<file path="src/bus_pkg.sv">
// Bus subsystem shared definitions

package bus_pkg;

	// Address width of core port and both buses
	localparam int unsigned ADDR_W = 32;

	// Core side data width
	localparam int unsigned DATA_W = 32;

	// Memory return line width
	localparam int unsigned LINE_W = 64;

	// Lanes per memory line in each view
	localparam int unsigned LINE_WORDS = LINE_W / 32;
	localparam int unsigned LINE_HALVES = LINE_W / 16;
	localparam int unsigned LINE_BYTES = LINE_W / 8;

	// Access size, same code on core port and memory bus
	typedef enum logic [1:0] {
		// Single byte
		ORDER_BYTE = 2'd0,
		// Two bytes
		ORDER_HALF = 2'd1,
		// Full word
		ORDER_WORD = 2'd2,
		// No access, refused
		ORDER_NONE = 2'd3
	} order_t;

	// Memory return line seen as words, halves or bytes
	// Lane 0 sits at the low bits, little endian
	typedef union packed {
		logic [LINE_WORDS-1:0][31:0] words;
		logic [LINE_HALVES-1:0][15:0] halves;
		logic [LINE_BYTES-1:0][7:0] bytes;
	} mem_line_t;

endpackage

</file>
<file path="src/bus_subsystem.sv">
// Processor bus subsystem top
`timescale 1ns/1ps

module bus_subsystem #(
	parameter logic [bus_pkg::ADDR_W-1:0] IO_BASE = 32'hFFFF_0000
) (
	input logic iBUS_CLOCK,
	input logic inRESET,
	// Core port
	input logic req,
	output logic ack,
	input logic rw,
	input bus_pkg::order_t order,
	input logic [bus_pkg::ADDR_W-1:0] addr,
	input logic [bus_pkg::DATA_W-1:0] wdata,
	output logic [bus_pkg::DATA_W-1:0] rdata,
	output logic error,
	// Memory bus
	output logic memory_req,
	input logic memory_lock,
	output bus_pkg::order_t memory_order,
	output logic memory_rw,
	output logic [bus_pkg::ADDR_W-1:0] memory_addr,
	output logic [bus_pkg::DATA_W-1:0] memory_data,
	input logic memory_valid,
	input logic [bus_pkg::LINE_W-1:0] memory_rdata,
	// GCI bus
	output logic gci_req,
	input logic gci_busy,
	output logic gci_rw,
	output logic [bus_pkg::ADDR_W-1:0] gci_addr,
	output logic [bus_pkg::DATA_W-1:0] gci_data,
	input logic gci_return,
	input logic [bus_pkg::DATA_W-1:0] gci_rdata
);

	// Held access, shared by both ports
	logic acc_rw;
	bus_pkg::order_t acc_order;
	logic [bus_pkg::ADDR_W-1:0] acc_addr;
	logic [bus_pkg::DATA_W-1:0] acc_wdata;
	// Start and done per port
	logic mem_start;
	logic mem_done;
	logic [bus_pkg::DATA_W-1:0] mem_rdata;
	logic mem_error;
	logic io_start;
	logic io_done;
	logic [bus_pkg::DATA_W-1:0] io_rdata;
	logic io_error;

	core_bus_front #(
		.IO_BASE(IO_BASE)
	) u_front (
		.iBUS_CLOCK(iBUS_CLOCK), .inRESET(inRESET),
		.req(req), .ack(ack), .rw(rw), .order(order), .addr(addr), .wdata(wdata),
		.rdata(rdata), .error(error),
		.mem_start(mem_start), .io_start(io_start),
		.acc_rw(acc_rw), .acc_order(acc_order), .acc_addr(acc_addr), .acc_wdata(acc_wdata),
		.mem_done(mem_done), .mem_rdata(mem_rdata), .mem_error(mem_error),
		.io_done(io_done), .io_rdata(io_rdata), .io_error(io_error)
	);

	memory_port u_memory_port (
		.iBUS_CLOCK(iBUS_CLOCK), .inRESET(inRESET),
		.start(mem_start), .rw(acc_rw), .order(acc_order), .addr(acc_addr), .wdata(acc_wdata),
		.done(mem_done), .rdata(mem_rdata), .error(mem_error),
		.memory_req(memory_req), .memory_lock(memory_lock), .memory_order(memory_order),
		.memory_rw(memory_rw), .memory_addr(memory_addr), .memory_data(memory_data),
		.memory_valid(memory_valid), .memory_rdata(memory_rdata)
	);

	io_port u_io_port (
		.iBUS_CLOCK(iBUS_CLOCK), .inRESET(inRESET),
		.start(io_start), .rw(acc_rw), .order(acc_order), .addr(acc_addr), .wdata(acc_wdata),
		.done(io_done), .rdata(io_rdata), .error(io_error),
		.gci_req(gci_req), .gci_busy(gci_busy), .gci_rw(gci_rw),
		.gci_addr(gci_addr), .gci_data(gci_data),
		.gci_return(gci_return), .gci_rdata(gci_rdata)
	);

endmodule

</file>
<file path="src/core_bus_front.sv">
// Core port handshake and address steering
`timescale 1ns/1ps

module core_bus_front #(
	parameter logic [bus_pkg::ADDR_W-1:0] IO_BASE = 32'hFFFF_0000
) (
	input logic iBUS_CLOCK,
	input logic inRESET,
	// Core side, four phase
	input logic req,
	output logic ack,
	input logic rw,
	input bus_pkg::order_t order,
	input logic [bus_pkg::ADDR_W-1:0] addr,
	input logic [bus_pkg::DATA_W-1:0] wdata,
	output logic [bus_pkg::DATA_W-1:0] rdata,
	output logic error,
	// Port starts and held access
	output logic mem_start,
	output logic io_start,
	output logic acc_rw,
	output bus_pkg::order_t acc_order,
	output logic [bus_pkg::ADDR_W-1:0] acc_addr,
	output logic [bus_pkg::DATA_W-1:0] acc_wdata,
	// Port replies
	input logic mem_done,
	input logic [bus_pkg::DATA_W-1:0] mem_rdata,
	input logic mem_error,
	input logic io_done,
	input logic [bus_pkg::DATA_W-1:0] io_rdata,
	input logic io_error
);

	// Handshake states
	localparam logic [1:0] ST_IDLE = 2'd0;
	localparam logic [1:0] ST_BUSY = 2'd1;
	localparam logic [1:0] ST_ACK = 2'd2;

	logic [1:0] state;
	logic start_q;
	logic sel_io;
	logic port_done;

	// Only the started port may finish
	assign port_done = sel_io ? io_done : mem_done;

	// One start, steered by the latched decode
	assign mem_start = start_q & ~sel_io;
	assign io_start = start_q & sel_io;

	always_ff @(posedge iBUS_CLOCK or negedge inRESET) begin
		if (!inRESET) begin
			state <= ST_IDLE;
			start_q <= 1'b0;
			sel_io <= 1'b0;
			ack <= 1'b0;
			error <= 1'b0;
		end else begin
			// Start lasts one cycle
			start_q <= 1'b0;
			case (state)
				ST_IDLE: begin
					// Req level is enough, it was low when ack fell
					if (req) begin
						sel_io <= (addr >= IO_BASE);
						start_q <= 1'b1;
						state <= ST_BUSY;
					end
				end
				ST_BUSY: begin
					if (port_done) begin
						error <= sel_io ? io_error : mem_error;
						ack <= 1'b1;
						state <= ST_ACK;
					end
				end
				ST_ACK: begin
					// Hold ack until the core lets go of req
					if (!req) begin
						ack <= 1'b0;
						state <= ST_IDLE;
					end
				end
				default: begin
					state <= ST_IDLE;
				end
			endcase
		end
	end

	// Request latch and reply data
	always_ff @(posedge iBUS_CLOCK) begin
		if (state == ST_IDLE && req) begin
			acc_rw <= rw;
			acc_order <= order;
			acc_addr <= addr;
			acc_wdata <= wdata;
		end
		if (state == ST_BUSY && port_done) begin
			rdata <= sel_io ? io_rdata : mem_rdata;
		end
	end

endmodule

</file>
<file path="src/io_port.sv">
// GCI peripheral bus port
`timescale 1ns/1ps

module io_port (
	input logic iBUS_CLOCK,
	input logic inRESET,
	// Access from the front
	input logic start,
	input logic rw,
	input bus_pkg::order_t order,
	input logic [bus_pkg::ADDR_W-1:0] addr,
	input logic [bus_pkg::DATA_W-1:0] wdata,
	output logic done,
	output logic [bus_pkg::DATA_W-1:0] rdata,
	output logic error,
	// GCI request and return
	output logic gci_req,
	input logic gci_busy,
	output logic gci_rw,
	output logic [bus_pkg::ADDR_W-1:0] gci_addr,
	output logic [bus_pkg::DATA_W-1:0] gci_data,
	input logic gci_return,
	input logic [bus_pkg::DATA_W-1:0] gci_rdata
);

	localparam logic [1:0] ST_IDLE = 2'd0;
	localparam logic [1:0] ST_REQ = 2'd1;
	localparam logic [1:0] ST_READ = 2'd2;

	logic [1:0] state;
	// Write acknowledge, one cycle after acceptance
	logic wr_ack;

	// GCI has no order lines, only word access gets here
	assign gci_rw = rw;
	assign gci_addr = addr;
	assign gci_data = wdata;

	always_ff @(posedge iBUS_CLOCK or negedge inRESET) begin
		if (!inRESET) begin
			state <= ST_IDLE;
			gci_req <= 1'b0;
			wr_ack <= 1'b0;
			done <= 1'b0;
			error <= 1'b0;
		end else begin
			done <= 1'b0;
			wr_ack <= 1'b0;
			// Write completion, no return from the device
			if (wr_ack) begin
				done <= 1'b1;
				error <= 1'b0;
			end
			case (state)
				ST_IDLE: begin
					if (start) begin
						// Alignment fault, IO is word only
						if (order != bus_pkg::ORDER_WORD) begin
							done <= 1'b1;
							error <= 1'b1;
						end else begin
							gci_req <= 1'b1;
							state <= ST_REQ;
						end
					end
				end
				ST_REQ: begin
					if (!gci_busy) begin
						gci_req <= 1'b0;
						wr_ack <= rw;
						state <= rw ? ST_IDLE : ST_READ;
					end
				end
				ST_READ: begin
					if (gci_return) begin
						done <= 1'b1;
						error <= 1'b0;
						state <= ST_IDLE;
					end
				end
				default: begin
					state <= ST_IDLE;
				end
			endcase
		end
	end

	// Read data from the return pulse
	always_ff @(posedge iBUS_CLOCK) begin
		if (state == ST_READ && gci_return) begin
			rdata <= gci_rdata;
		end else if (start) begin
			rdata <= '0;
		end
	end

endmodule

</file>
<file path="src/memory_port.sv">
// External memory bus port
`timescale 1ns/1ps

module memory_port (
	input logic iBUS_CLOCK,
	input logic inRESET,
	// Access from the front
	input logic start,
	input logic rw,
	input bus_pkg::order_t order,
	input logic [bus_pkg::ADDR_W-1:0] addr,
	input logic [bus_pkg::DATA_W-1:0] wdata,
	output logic done,
	output logic [bus_pkg::DATA_W-1:0] rdata,
	output logic error,
	// Memory bus
	output logic memory_req,
	input logic memory_lock,
	output bus_pkg::order_t memory_order,
	output logic memory_rw,
	output logic [bus_pkg::ADDR_W-1:0] memory_addr,
	output logic [bus_pkg::DATA_W-1:0] memory_data,
	input logic memory_valid,
	input logic [bus_pkg::LINE_W-1:0] memory_rdata
);

	localparam logic [1:0] ST_IDLE = 2'd0;
	localparam logic [1:0] ST_REQ = 2'd1;
	localparam logic [1:0] ST_WAIT = 2'd2;

	logic [1:0] state;
	bus_pkg::mem_line_t line;
	logic [bus_pkg::DATA_W-1:0] lane;

	// Front holds these until done, so they stay stable under req
	assign memory_order = order;
	assign memory_rw = rw;
	assign memory_addr = addr;
	assign memory_data = wdata;

	assign line = memory_rdata;

	// Lane pick out of the aligned line, zero extended
	always_comb begin
		lane = '0;
		case (order)
			bus_pkg::ORDER_BYTE: lane[7:0] = line.bytes[addr[2:0]];
			bus_pkg::ORDER_HALF: lane[15:0] = line.halves[addr[2:1]];
			bus_pkg::ORDER_WORD: lane[31:0] = line.words[addr[2]];
			default: lane = '0;
		endcase
	end

	always_ff @(posedge iBUS_CLOCK or negedge inRESET) begin
		if (!inRESET) begin
			state <= ST_IDLE;
			memory_req <= 1'b0;
			done <= 1'b0;
			error <= 1'b0;
		end else begin
			done <= 1'b0;
			case (state)
				ST_IDLE: begin
					if (start) begin
						// Order none never reaches the bus
						if (order == bus_pkg::ORDER_NONE) begin
							done <= 1'b1;
							error <= 1'b1;
						end else begin
							memory_req <= 1'b1;
							state <= ST_REQ;
						end
					end
				end
				ST_REQ: begin
					// Accepted in the first cycle without lock
					if (!memory_lock) begin
						memory_req <= 1'b0;
						state <= ST_WAIT;
					end
				end
				ST_WAIT: begin
					// Valid answers reads and writes alike
					if (memory_valid) begin
						done <= 1'b1;
						error <= 1'b0;
						state <= ST_IDLE;
					end
				end
				default: begin
					state <= ST_IDLE;
				end
			endcase
		end
	end

	// Read lane capture, writes return zero
	always_ff @(posedge iBUS_CLOCK) begin
		if (state == ST_WAIT && memory_valid) begin
			rdata <= rw ? '0 : lane;
		end else if (start) begin
			rdata <= '0;
		end
	end

endmodule

</file>
<file path="config.mk">
export PLATFORM = sky130hd
export DESIGN_NAME = bus_subsystem
export DESIGN_NICKNAME = d
export VERILOG_FILES = /design/src/bus_pkg.sv /design/src/bus_subsystem.sv /design/src/core_bus_front.sv /design/src/io_port.sv /design/src/memory_port.sv
export SDC_FILE = /design/constraint.sdc
export NUM_CORES = 1
export LEC_CHECK = 0
export ABC_AREA = 1
export BUFFER_PORTS_ARGS = -buffer_cell sky130_fd_sc_hd__clkbuf_2
export CAP_MARGIN = 20
export CORE_MARGIN = 10
export CORE_UTILIZATION = 25
export DETAILED_ROUTE_END_ITERATION = 10
export HOLD_SLACK_MARGIN = 0.05
export SYNTH_ARGS = -nofsm -noshare
export SYNTH_HDL_FRONTEND = slang
export SYNTH_HIERARCHICAL = 1
export SYNTH_SLANG_ARGS = --single-unit
export TNS_END_PERCENT = 30
</file>
<file path="constraint.sdc">
create_clock -name iBUS_CLOCK -period 2.7 [get_ports iBUS_CLOCK]
set_clock_uncertainty 0.2 [all_clocks]
set_input_delay 0.405 -clock iBUS_CLOCK [delete_from_list [all_inputs] [get_ports iBUS_CLOCK]]
set_output_delay 0.405 -clock iBUS_CLOCK [all_outputs]
set_load 0.02 [all_outputs]
</file>
# Yosys cells after proc, flatten, opt, wreduce, memory -nomap -nowiden

Cells that the tools add are included.

Register bits after elaboration: 180
Bits of input ports: 170
Output and inout port bits: 168
Logic and storage cells: 138

$lt $le $gt $ge: 4
Equality and inequality tests: 22
Multiplexer cells: 65
Bitwise gates (word level): 3
Reductions and logical operators: 23

Operator list:

| operator                                                                 | number |
|---|---|
| 32-bit two-way mux                                                       | 8 |
| 16-bit binary-select mux with 2-bit select                               | 1 |
| 32-bit greater-or-equal comparator (second input constant)               | 1 |
| 16-bit two-way mux                                                       | 2 |
| 1-bit two-way mux                                                        | 28 |
| 8-bit binary-select mux with 3-bit select                                | 1 |
| 2-bit two-way mux                                                        | 12 |
| 8-bit case mux with 3 select lines                                       | 1 |
| 2-bit inequality test (second input constant)                            | 11 |
| 4-bit AND reduction                                                      | 5 |
| 2-bit case mux with 3 select lines                                       | 3 |
| 8-bit case mux with 2 select lines                                       | 1 |
| 1-bit case mux with 2 select lines                                       | 7 |
| 2-bit nonzero test                                                       | 6 |
| 2-bit == test (second input constant)                                    | 5 |
| 2-bit by 1-bit == test with 1-bit output (second input constant)         | 4 |
| 2-bit logical NOT                                                        | 4 |
| 8-bit two-way mux                                                        | 1 |
| 3-bit AND reduction                                                      | 2 |
| 1-bit logical AND                                                        | 4 |
| 3-bit by 4-bit < comparator with 1-bit output (second input constant)    | 1 |
| 2-bit by 1-bit inequality test with 1-bit output (second input constant) | 2 |
| 2-bit AND reduction                                                      | 2 |
| 2-bit by 3-bit < comparator with 1-bit output (second input constant)    | 1 |
| other kinds (3)                                                          | 4 |

# Depth between registers and ports, before layout

Gate-level depths: netlist of the first run.

Depth after elaboration: 5
Gate-level depth with buffers: 11

# Cells and area by module

Netlist of the first run, hierarchy kept.

By module, submodules not included:

| module         | instances | cells an instance | area an instance (um^2) | sequential area each (um^2) |
|---|---|---|---|---|
| core_bus_front | 1         | 248               | 3726.1                  | 3123.0 |
| memory_port    | 1         | 470               | 3233.1                  | 1086.0 |
| io_port        | 1         | 206               | 2005.7                  | 1111.1 |

# Least setup slack after synthesis of the first run

Ideal clock, no wire load.

Path kind: register to register
From: reg u_front.state[1]
To: reg u_front/acc_addr[0] in the netlist's numbering, enable pin
Setup time: 0.405 ns
Arrival: 1.559 ns
Required time: 2.095 ns
Path slack: 0.536 ns
Stages on the path, launching flop included: 4
Path buffers: 0
Clock period less this slack: 2.164 ns
Cells stage by stage: dfrtp_1 inv_2 nand2_1 nor2_4

Word-level cells in the longest chain between the ends: 2

Ends and longest elaborated chain:

| what                   | line                 | text |
|---|---|---|
| start, declared        | core_bus_front.sv:39 | `logic [1:0] state;` |
| start signal, assigned | core_bus_front.sv:53 | `state <= ST_IDLE;` |
| start signal, assigned | core_bus_front.sv:67 | `state <= ST_BUSY;` |
| start signal, assigned | core_bus_front.sv:74 | `state <= ST_ACK;` |
| 2-bit logical NOT      | core_bus_front.sv:93 | `if (state == ST_IDLE && req) begin` |
| 1-bit logical AND      | core_bus_front.sv:93 |  |
| end signal, assigned   | core_bus_front.sv:96 | `acc_addr <= addr;` |
| end, declared          | core_bus_front.sv:23 | `output logic [bus_pkg::ADDR_W-1:0] acc_addr,` |

No other way between the ends.
A chain may end at the register's enable or synchronous reset.

# Worst setup path after layout of the first run

From: reg u_front.acc_order[1]
To: reg u_memory_port/rdata[4] in the netlist's numbering, data pin

Word-level cells in the longest chain between the ends: 4
Elaborated cells on any way between the ends: 6
Those cells by class: 2 x eq/ne; 3 x mux; 1 x reduce/logical

Ends and longest elaborated chain:

| what                                  | line                 | text |
|---|---|---|
| start, declared                       | core_bus_front.sv:22 | `output bus_pkg::order_t acc_order,` |
| start signal, assigned                | core_bus_front.sv:95 | `acc_order <= order;` |
| 2-bit == test (tied with other cells) | memory_port.sv:46    | `case (order)` |
| 8-bit case mux with 3 select lines *  | memory_port.sv:46    |  |
| 32-bit two-way mux *                  | memory_port.sv:100   | `rdata <= rw ? '0 : lane;` |
| 32-bit two-way mux *                  | memory_port.sv:99    | `if (state == ST_WAIT && memory_valid) begin` |
| end signal, assigned                  | memory_port.sv:100   |  |
| end, declared                         | memory_port.sv:14    | `output logic [bus_pkg::DATA_W-1:0] rdata,` |

Every way passes the cells marked *; elsewhere a longest branch is shown, timed or not.

==> flow_metrics.py, run 1 <==
metrics = {
    "grt": {
        "grt_pass1_vias": 7061,
        "grt_pass1_wl_mm": 43.17,
        "grt_antenna_before_repair": 1,
        "overflow": 0,
        "grtUsageTotal": 0.1279,
        "grt_max_degree": 76,
    },
    "final_layout": {
        "fillers": 3635,
        "register_area_sq_um": 5320,
        "final_nets": 1392,
        "syn2layout_area_growth_pct": 29.46,
        "multi_input_area_sq_um": 2007,
        "fin_cells": 1691,
        "fin_util": 0.3271,
        "drive_above_1_share": 0.3190,
    },
    "place": {
        "io_buffers": 337,
        "hpwl_mm": 22.39,
        "gp_congestion": 0.8262,
        "post-place-ws_ns": 0.7126,
        "place_inst": 1569,
    },
    "clock_network": {
        "postCtsHoldBufs": 90,
        "cts.sinks": 180,
        "cts_buffers": 17,
        "cts-resized-gates": 0,
        "cts.htree.levels": 4,
        "root_buffer": "clkbuf_16",
        "path_clk_slew_ns": 0.07,
        "clk_latency_ns": 0.44,
        "clockBufferDepth": 2,
        "cts_tree": "built",
        "cts_setup_buffers": 0,
    },
    "detailed_routing": {
        "wl_mm": 28.80,
        "dr.pass1.iters": 5,
        "ant_nets": 0,
        "vias": 6921,
        "drc": 0,
        "wl_per_cell_microns": 17.03,
        "dr.first_iter.drc_count": 414,
        "via_per_inst": 4.093,
    },
    "synthesis": {
        "ys.flop_type": "edfxtp_1",
        "synth_seq_cells": 180,
        "synth_edf_count": 163,
        "yosysUniqueCellTypes": 31,
        "synthArstFlopShare": 0.09444,
        "ys_top_cells_by_area": "edfxtp_1, buf_4, nand2_1",
        "synth_top_area_share": 0.5460,
        "netlist_instances": 924,
        "yosys_warnings": 6,
        "synth_area_per_cell_sq_um": 9.702,
        "synth_largest_area_cell": "edfxtp_1",
        "syn_area_sq_um": 8965,
        "seq_area_frac_synth": 0.5934,
        "synth_most_common_cell": "nand2_1",
        "synth_fp_nets": 1099,
        "synth_commonest_cells": "nand2_1, edfxtp_1, buf_4",
    },
    "setup_path": {
        "crit_required_ns": 2.79,
        "worstPathArrival_ns": 2.13,
        "path_cells": "inv_1, ha_1, nand2_1, o21ai_0, inv_1, a21oi_1",
        "max_stage_delay_ns": 0.50,
        "r2r_setup_slack_ns": 0.66,
        "crit_slowest_cell": "edfxtp_1",
        "critPathCaptureType": "flip-flop",
        "cp-start-kind": "flip-flop",
        "cpMostUsedCell": "inv_1",
        "path_class": "flip-flop to flip-flop",
        "cp_max_fo": 15,
    },
    "timing": {
        "worstMarginPinSlew_ns": 0.4984,
        "final_hold_viol_count": 0,
        "slew_viol_final": 0,
        "timing.slew.headroom": 0.6677,
        "rsz0062_at_grt": "false",
        "finalSetupViolCount": 0,
        "fmax_mhz": 490.2,
        "period_needed_ns": 2.040,
        "period_share": 0.7555,
        "tns_ns": 0,
        "worst_slack_ns": 0.6601,
    },
    "die": {
        "floorplan.rows": 69,
        "die_x_microns": 209.4,
        "io-pin-count": 338,
        "dieArea_sq_um": 43830,
        "fp.coreArea_sq_um": 35480,
        "start_util": 0.2527,
        "die_y_microns": 209.4,
    },
    "min_path": {
        "hold_path_class": "input port to flip-flop",
    },
    "power_and_ir_drop": {
        "power_leakage_nw": 5.494,
        "vdd_drop_max_mv": 0.4403,
        "power_density_nw_per_um2": 750.1,
    },
    "job": {
        "max_cap_viol_count": 0,
    },
    "run_status": {
        "status": "finished clean",
    },
}
==> critical path, delay by kind of cell (launching register included) <==
family | cells | cell delay (ns)
flip-flops | 1 | 0.50
AO/OA/AOI/OAI | 2 | 0.41
adder cells (fa/ha/maj) | 1 | 0.25
buffers and inverters | 2 | 0.20
AND/OR/NAND/NOR | 1 | 0.34
==> logic make-up (layout without fill, tap and decap cells) <==
logic type	count (synthesis)	after routing	share of synthesized area
AND/OR/NAND/NOR	388	388	0.1740
buffers and inverters	284	589	0.1827
flip-flops	180	180	0.5934
AO/OA/AOI/OAI	67	67	0.04285
adder cells (fa/ha/maj)	5	5	0.006978
other	0	1	0
==> worst paths after layout <==
path / cells past startpoint / endpoint / from
worst min-delay path: 3 / u_io_port/rdata[1] / gci_rdata[1]
min in group asynchronous: 2 / u_io_port/state[1] / inRESET
max in group asynchronous: 2 / u_front/state[0] / inRESET
worst min register to register: 2 / u_io_port/gci_req / u_io_port/gci_req
worst max register to register: 6 / u_memory_port/rdata[4] / u_front/acc_order[1]
worst max-delay path: 6 / u_memory_port/rdata[4] / u_front/acc_order[1]
==> cell type report <==
| class | instances | area share |
|---|---|---|
| diodes | 1 | 0.0002156 |
| clock buffers | 18 | 0.03698 |
| clock inverters | 13 | 0.01100 |
| inverters | 122 | 0.03989 |
| multi-input cells | 460 | 0.1729 |
| flip-flops and latches | 180 | 0.4584 |
| well taps | 461 | 0.04970 |
| repair buffers | 436 | 0.2309 |
==> metal layers <==
layer | global-route usage | vias up | wire (microns)
met1 | 0.1536 | 3242 | 12200
met2 | 0.2099 | 259 | 13790
met4 | 0.03820 | 0 | 366
met5 | 0 | - | 0
met3 | 0.04647 | 18 | 2445
li1 | - | 3402 | -
==> per-stage QoR <==
| stage | cell area (sq um) | total power, W | hold slack [ns] |
|---|---|---|---|
| after global placement | 10150 | 0.006252 | 0.1670 |
| after CTS | 11600 | 0.008853 | 0.05087 |
| after global routing | 11610 | 0.009177 | 0.06579 |
| after floorplan | 8965 | 0.005671 | -0.09059 |
| after detailed placement | 10150 | 0.006279 | 0.1714 |
| final | 11610 | 0.008705 | 0.07544 |
==> layout by cell type, fill, tap and decap left out, types with 2 or more instances in the layout <==
cell	synthesis	routed
nor2_1	78	78
inv_2	6	6
buf_12	0	2
clkbuf_2	0	337
nand2_1	245	245
nand3_1	55	55
buf_4	137	7
clkinvlp_4	0	3
inv_8	0	2
o22ai_1	9	9
a21oi_1	16	16
ha_1	5	5
clkbuf_16	0	17
o211ai_1	4	4
dfrtp_1	17	17
clkinv_4	0	2
inv_1	115	115
dlygate4sd3_1	0	90
nand2_2	4	4
edfxtp_1	163	163
o21ai_1	5	5
o21ai_0	27	27
inv_6	1	4
==> where the power goes <==
group          total, W  switching [W]  internal (W)
logic           0.00239        0.00165      0.000743
registers       0.00390       0.000237       0.00367
clock network   0.00241        0.00112       0.00128
==> sequential cells by signal, summed over array words and instances, names as in the netlist, 2 cells and up <==
signal and flops:
u_front/acc_addr 32, u_front/acc_order 2, u_front/acc_wdata 32, u_front/rdata 32, u_front/state 2, u_io_port/rdata 32
u_io_port/state 2, u_memory_port/rdata 32, u_memory_port/state 2
Power figures use the tool's default switching activity.
==> inputs of run 2 (changes only) <==
- ABC_AREA: 1 -> 0
- clock period: 2.7 -> 2.11 ns (I/O delays scaled with it)
==> run 2 against run 1 <==
Net effect:
- non-clock buffer count increased by 38
- power increased by 30%
- largest power group unchanged
- sequential power grew 29%
- clock power increased by 37%
- sequential share of layout area barely moved
- final area barely moved
- largest cell class unchanged
- register-to-register slack got worse by 0.50 ns
==> flow_metrics.py, run 2 <==
metrics = {
    "synthesis": {
        "synth_largest_area_cell": "edfxtp_1",
        "synthArstFlopShare": 0.09444,
        "synth_area_per_cell_sq_um": 14.05,
        "ys.flop_type": "edfxtp_1",
        "synth_fp_nets": 781,
        "synth_commonest_cells": "edfxtp_1, buf_4, mux2_2",
        "ys_top_cells_by_area": "edfxtp_1, buf_4, mux2_2",
        "seq_area_frac_synth": 0.6247,
        "synth_top_area_share": 0.5747,
        "netlist_instances": 606,
        "synth_seq_cells": 180,
        "yosys_warnings": 6,
        "syn_area_sq_um": 8517,
        "yosysUniqueCellTypes": 49,
        "synth_most_common_cell": "edfxtp_1",
        "synth_edf_count": 163,
    },
    "die": {
        "fp.coreArea_sq_um": 33530,
        "floorplan.rows": 67,
        "start_util": 0.2540,
        "io-pin-count": 338,
        "dieArea_sq_um": 41850,
        "die_y_microns": 204.6,
        "die_x_microns": 204.6,
    },
    "final_layout": {
        "drive_above_1_share": 0.5109,
        "final_nets": 1121,
        "final_common_cell": "clkbuf_2",
        "layout_common_cells": "clkbuf_2, edfxtp_1, dlygate4sd3_1",
        "fin_util": 0.3460,
        "final_area_sq_um": 11600,
        "syn2layout_area_growth_pct": 36.24,
    },
    "setup_path": {
        "worstPathArrival_ns": 1.84,
        "path_class": "input port to flip-flop",
        "cp-start-kind": "input port",
        "cp_max_fo": 32,
        "r2r_start": "u_front/acc_addr[2]",
        "crit_required_ns": 1.97,
        "critPathCaptureType": "flip-flop",
        "crit_start": "memory_valid",
    },
    "clock_network": {
        "cts_tree": "built",
        "cts.htree.levels": 4,
        "clk_latency_ns": 0.44,
        "path_clk_slew_ns": 0.07,
        "cts_buffers": 17,
        "root_buffer": "clkbuf_16",
        "clockBufferDepth": 2,
        "cts.sinks": 180,
    },
    "timing": {
        "slew_viol_final": 0,
        "period_needed_ns": 1.976,
        "period_share": 0.9364,
        "finalSetupViolCount": 0,
        "fmax_mhz": 506.1,
        "rsz0062_at_grt": "false",
        "whs_ns": 0.07838,
        "timing.slew.headroom": 0.3531,
        "worstMarginPinSlew_ns": 0.9677,
        "tns_ns": 0,
        "final_hold_viol_count": 0,
    },
    "power_and_ir_drop": {
        "power_leakage_nw": 4.899,
        "power_density_nw_per_um2": 974.2,
        "power.internal_w": 0.007647,
        "power_frac_seq": 0.444,
        "finalPower_w": 0.01130,
        "switchingPower_w": 0.003657,
        "vdd_drop_max_mv": 0.5802,
        "swShare": 0.3235,
        "clockPowerShare": 0.292,
        "pwr-share-comb": 0.264,
    },
    "place": {
        "io_buffers": 337,
        "hpwl_mm": 20.05,
        "gp_congestion": 0.7861,
        "place_area_sq_um": 9912,
    },
    "grt": {
        "grt_pass1_wl_mm": 37.65,
        "overflow": 0,
        "grt_antenna_before_repair": 7,
        "grt_pass1_vias": 6227,
        "grtUsageTotal": 0.1201,
        "grt_max_degree": 35,
    },
    "detailed_routing": {
        "dr.first_iter.drc_count": 294,
        "dr.pass1.iters": 5,
        "wl_per_cell_microns": 18.26,
        "wl_mm": 25.76,
        "ant_nets": 0,
        "drc": 0,
        "via_per_inst": 4.043,
        "vias": 5705,
    },
    "job": {
        "max_cap_viol_count": 0,
    },
    "min_path": {
        "hold_path_class": "input port to flip-flop",
        "hold_start": "memory_rdata[19]",
    },
    "run_status": {
        "status": "finished clean",
    },
}
==> run 2: cell count changes after synthesis, sizes merged, moves of 6 or more <==
cell | before | now
nand2 | 249 | 18
inv | 122 | 7
nand3 | 56 | 2
mux2 | 0 | 51
and2 | 0 | 34
nor2 | 80 | 48
o21ai | 33 | 5
mux2i | 0 | 21
a21oi | 17 | 26
o22ai | 9 | 0
nand2b | 0 | 8
buf | 159 | 152
nand4b | 0 | 6
==> run 2: metal layers <==
metal  up-vias  routed length [microns]  GRT usage
met4         6                      534    0.04576
met2       195                    13530     0.2089
met5         -                       34          0
li1       2718                        -          -
met1      2749                     9604     0.1305
met3        37                     2053    0.04407
==> run 2: repair_timing <==
| action | 4_1_cts | 5_1_grt |
|---|---|---|
| setup buffers | 0 | 0 |
| gates resized for setup | 0 | 1 |
| setup endpoints to repair | 0 | 32 |
| hold buffers | 107 | 0 |
| endpoints found under the hold margin | 128 | 0 |
==> run 2: final cells by class <==
class / instances / area (sq um)
sequential: 180 / 5321
clock inverter: 15 / 182.7
timing repair buffer: 474 / 3045
inverter: 7 / 26.28
clock buffer: 17 / 425.4
fill: 3302 / 21930
multi-input combinational: 266 / 2032
tap: 448 / 560.5
antenna: 4 / 10.01
==> run 2: final timing paths <==
kind                                           end  cells after the start  slack (ns)
setup / recovery            u_memory_port/rdata[0]                      4        0.13
hold / removal             u_memory_port/rdata[19]                      3        0.08
setup reg to reg            u_memory_port/rdata[0]                      5        0.16
hold reg to reg                     u_io_port/done                      1        0.26
max in group asynchronous           u_front/sel_io                      2        1.19
min in group asynchronous       u_io_port/state[0]                      2        0.18
==> run 2: cells by family (layout without fill, tap and decap cells) <==
kind of cell             count (synthesis)  in the layout  synth area share
adder cells (fa/ha/maj)                  5              5          0.007345
other                                    0              4                 0
buffers and inverters                  160            513            0.1402
flip-flops                             180            180            0.6247
multiplexers                            73             73           0.09520
AO/OA/AOI/OAI                           50             50           0.03731
AND/OR/NAND/NOR                        138            138           0.09534
==> run 2: worst max-delay path, stage by stage <==
cell and delay, ns:
dlygate4sd3_1 0.55, clkbuf_2 0.13, nand2_2 0.07, o21bai_4 0.75
==> run 2: per-stage QoR <==
stage               setup WS, ns  cells
floorplan                -0.2163    606
detailed placement        0.1777   1268
CTS                      0.06389   1407
finish                    0.1343   1411
global route             0.01273   1409
global placement          0.1875   1268
==> run 2: power groups by stage <==
stage               Sequential, W  Combinational, W  Clock, W
global route              0.00509           0.00322   0.00357
CTS                       0.00504           0.00305   0.00344
global placement          0.00510           0.00285         0
finish                    0.00502           0.00298   0.00330
detailed placement        0.00511           0.00287         0
floorplan                 0.00510           0.00211         0
==> inputs of run 3 (changes only) <==
- clock period: 2.11 -> 1.7 ns (I/O delays scaled with it)
==> run 3 against run 2 <==
Net effect:
- the flow now finishes with violations (negative setup slack)
- combinational power increased by 42%
- flip-flop and latch count unchanged
- worst hold slack better by 0.015 ns
- die area unchanged
- sequential share of layout area shrank 2.4 points
- via count rose by 3.0%
- sequential power is 24% higher
- final area is 5.5% higher
- first-iteration DRC count increased by 12%
- non-clock buffer count increased by 45
- setup slack worse by 0.28 ns
- critical endpoint is now u_memory_port/rdata[2]
- largest cell class unchanged
==> flow_metrics.py, run 3 (synthesis gave the netlist of run 2 again) <==
metrics = {
    "run_status": {
        "status": "finished with violations",
        "violations": "negative setup slack",
    },
    "setup_path": {
        "crit_family": "flip-flops",
        "path_buf_inv": 2,
        "worstPathArrival_ns": 1.84,
        "cp-start-kind": "flip-flop",
        "cp_max_fo": 12,
        "crit_slowest_cell": "edfxtp_1",
        "critPathCaptureType": "flip-flop",
        "crit_required_ns": 1.70,
        "path_class": "flip-flop to flip-flop",
        "max_stage_delay_ns": 0.44,
        "path_cells": "buf_12, buf_4, mux2_2, a2bb2oi_2, nand4b_1, a21oi_1",
    },
    "die": {
        "die_y_microns": 204.6,
        "fp.coreArea_sq_um": 33530,
        "die_x_microns": 204.6,
        "start_util": 0.2540,
        "dieArea_sq_um": 41850,
        "io-pin-count": 338,
        "floorplan.rows": 67,
    },
    "place": {
        "place_inst": 1305,
        "gp_congestion": 0.8243,
        "io_buffers": 337,
        "post-place-ws_ns": -0.1306,
        "place_area_sq_um": 10270,
        "hpwl_mm": 19.80,
    },
    "grt": {
        "grtUsageTotal": 0.1254,
        "grt_max_degree": 62,
        "overflow": 0,
        "grt_pass1_wl_mm": 39.39,
        "grt_antenna_before_repair": 2,
        "grt_pass1_vias": 6549,
    },
    "power_and_ir_drop": {
        "switchingPower_w": 0.004631,
        "power_frac_seq": 0.431,
        "clockPowerShare": 0.275,
        "pwr-share-comb": 0.294,
        "power.internal_w": 0.009753,
        "finalPower_w": 0.01438,
        "swShare": 0.3219,
        "power_density_nw_per_um2": 1175,
        "power_leakage_nw": 5.177,
        "vdd_drop_max_mv": 0.7310,
    },
    "final_layout": {
        "register_area_sq_um": 5321,
        "fillers": 3255,
        "layout_common_cells": "clkbuf_2, edfxtp_1, dlygate4sd3_1",
        "syn2layout_area_growth_pct": 43.68,
        "fin_cells": 1453,
        "final_common_cell": "clkbuf_2",
        "final_nets": 1166,
        "final_area_sq_um": 12240,
        "multi_input_area_sq_um": 2170,
        "drive_above_1_share": 0.5528,
        "fin_util": 0.3649,
    },
    "timing": {
        "worstMarginPinSlew_ns": 0.4364,
        "fmax_mhz": 543.1,
        "finalSetupViolCount": 14,
        "rsz0062_at_grt": "true",
        "timing.slew.headroom": 0.7091,
        "period_needed_ns": 1.841,
        "period_share": 1.083,
        "worst_slack_ns": -0.1413,
        "final_hold_viol_count": 0,
        "slew_viol_final": 0,
    },
    "min_path": {
        "hold_path_class": "input port to flip-flop",
    },
    "clock_network": {
        "clockBufferDepth": 2,
        "path_clk_slew_ns": 0.07,
        "clk_latency_ns": 0.44,
        "cts_tree": "built",
        "cts.sinks": 180,
        "root_buffer": "clkbuf_16",
        "cts_buffers": 17,
        "cts.htree.levels": 4,
    },
    "detailed_routing": {
        "vias": 5876,
        "via_per_inst": 4.044,
        "drc": 0,
        "dr.pass1.iters": 4,
        "wl_mm": 26.84,
        "dr.first_iter.drc_count": 329,
        "ant_nets": 0,
        "wl_per_cell_microns": 18.47,
    },
    "job": {
        "max_cap_viol_count": 0,
    },
}
[run 3: final cells by class]
class                   count  share of cell area
multi-input cells         266              0.1773
flip-flops and latches    180              0.4349
well taps                 448             0.04581
inverters                   7            0.002147
clock buffers              17             0.03476
clock inverters            15             0.01247
diodes                      1           0.0002045
repair buffers            519              0.2924
[run 3: timing repair]
action | CTS | global route
hold buffers | 107 | 0
endpoints found under the hold margin | 129 | 0
gates cloned | 1 | 1
gates resized for setup | 15 | 42
endpoints found under the setup margin | 108 | 108
setup buffers | 4 | 2
pin swaps | 2 | 3
[run 3: power groups by stage]
stage	clock network [W]	logic [W]	registers (W)
2_1_floorplan	0	0.00262	0.00633
3_5_place_dp	0	0.00380	0.00631
6_report	0.00396	0.00423	0.00620
4_1_cts	0.00412	0.00410	0.00621
3_3_place_gp	0	0.00379	0.00629
5_1_grt	0.00431	0.00452	0.00628
[run 3: routing by layer]
metal  up-vias  GRT usage  wire length (microns)
li1       2804          -                      -
met1      2823     0.1382                  10600
met2       214     0.2210                  13970
met3        35    0.03412                   1658
met4         0    0.05581                    615
met5         -          0                      0
[run 3: worst reg2reg max path: stages (launching register included)]
cell and delay, ns:
edfxtp_1 0.44, buf_12 0.19, buf_4 0.14, mux2_2 0.30
a2bb2oi_2 0.17, nand4b_1 0.10, a21oi_1 0.07
[run 3: final timing paths]
kind / cells after the start / to / slack [ns] / from
max in group asynchronous: 2 / u_front/sel_io / 0.86 / inRESET
max: 6 / u_memory_port/rdata[2] / -0.14 / u_front/acc_addr[2]
min in group asynchronous: 2 / u_memory_port/state[1] / 0.11 / inRESET
max reg2reg: 6 / u_memory_port/rdata[2] / -0.14 / u_front/acc_addr[2]
min reg2reg: 1 / u_io_port/done / 0.27 / u_io_port/wr_ack
min: 4 / u_memory_port/rdata[14] / 0.09 / memory_rdata[14]
[run 3: through the flow]
stage                     setup TNS (ns)  hold slack (ns)
final                             -1.129          0.09330
after global placement            -1.139          0.01553
after detailed placement          -1.908          0.01819
after CTS                         -1.245          0.05519
after global routing              -2.252          0.08578
after floorplan                   -77.74          -0.2406
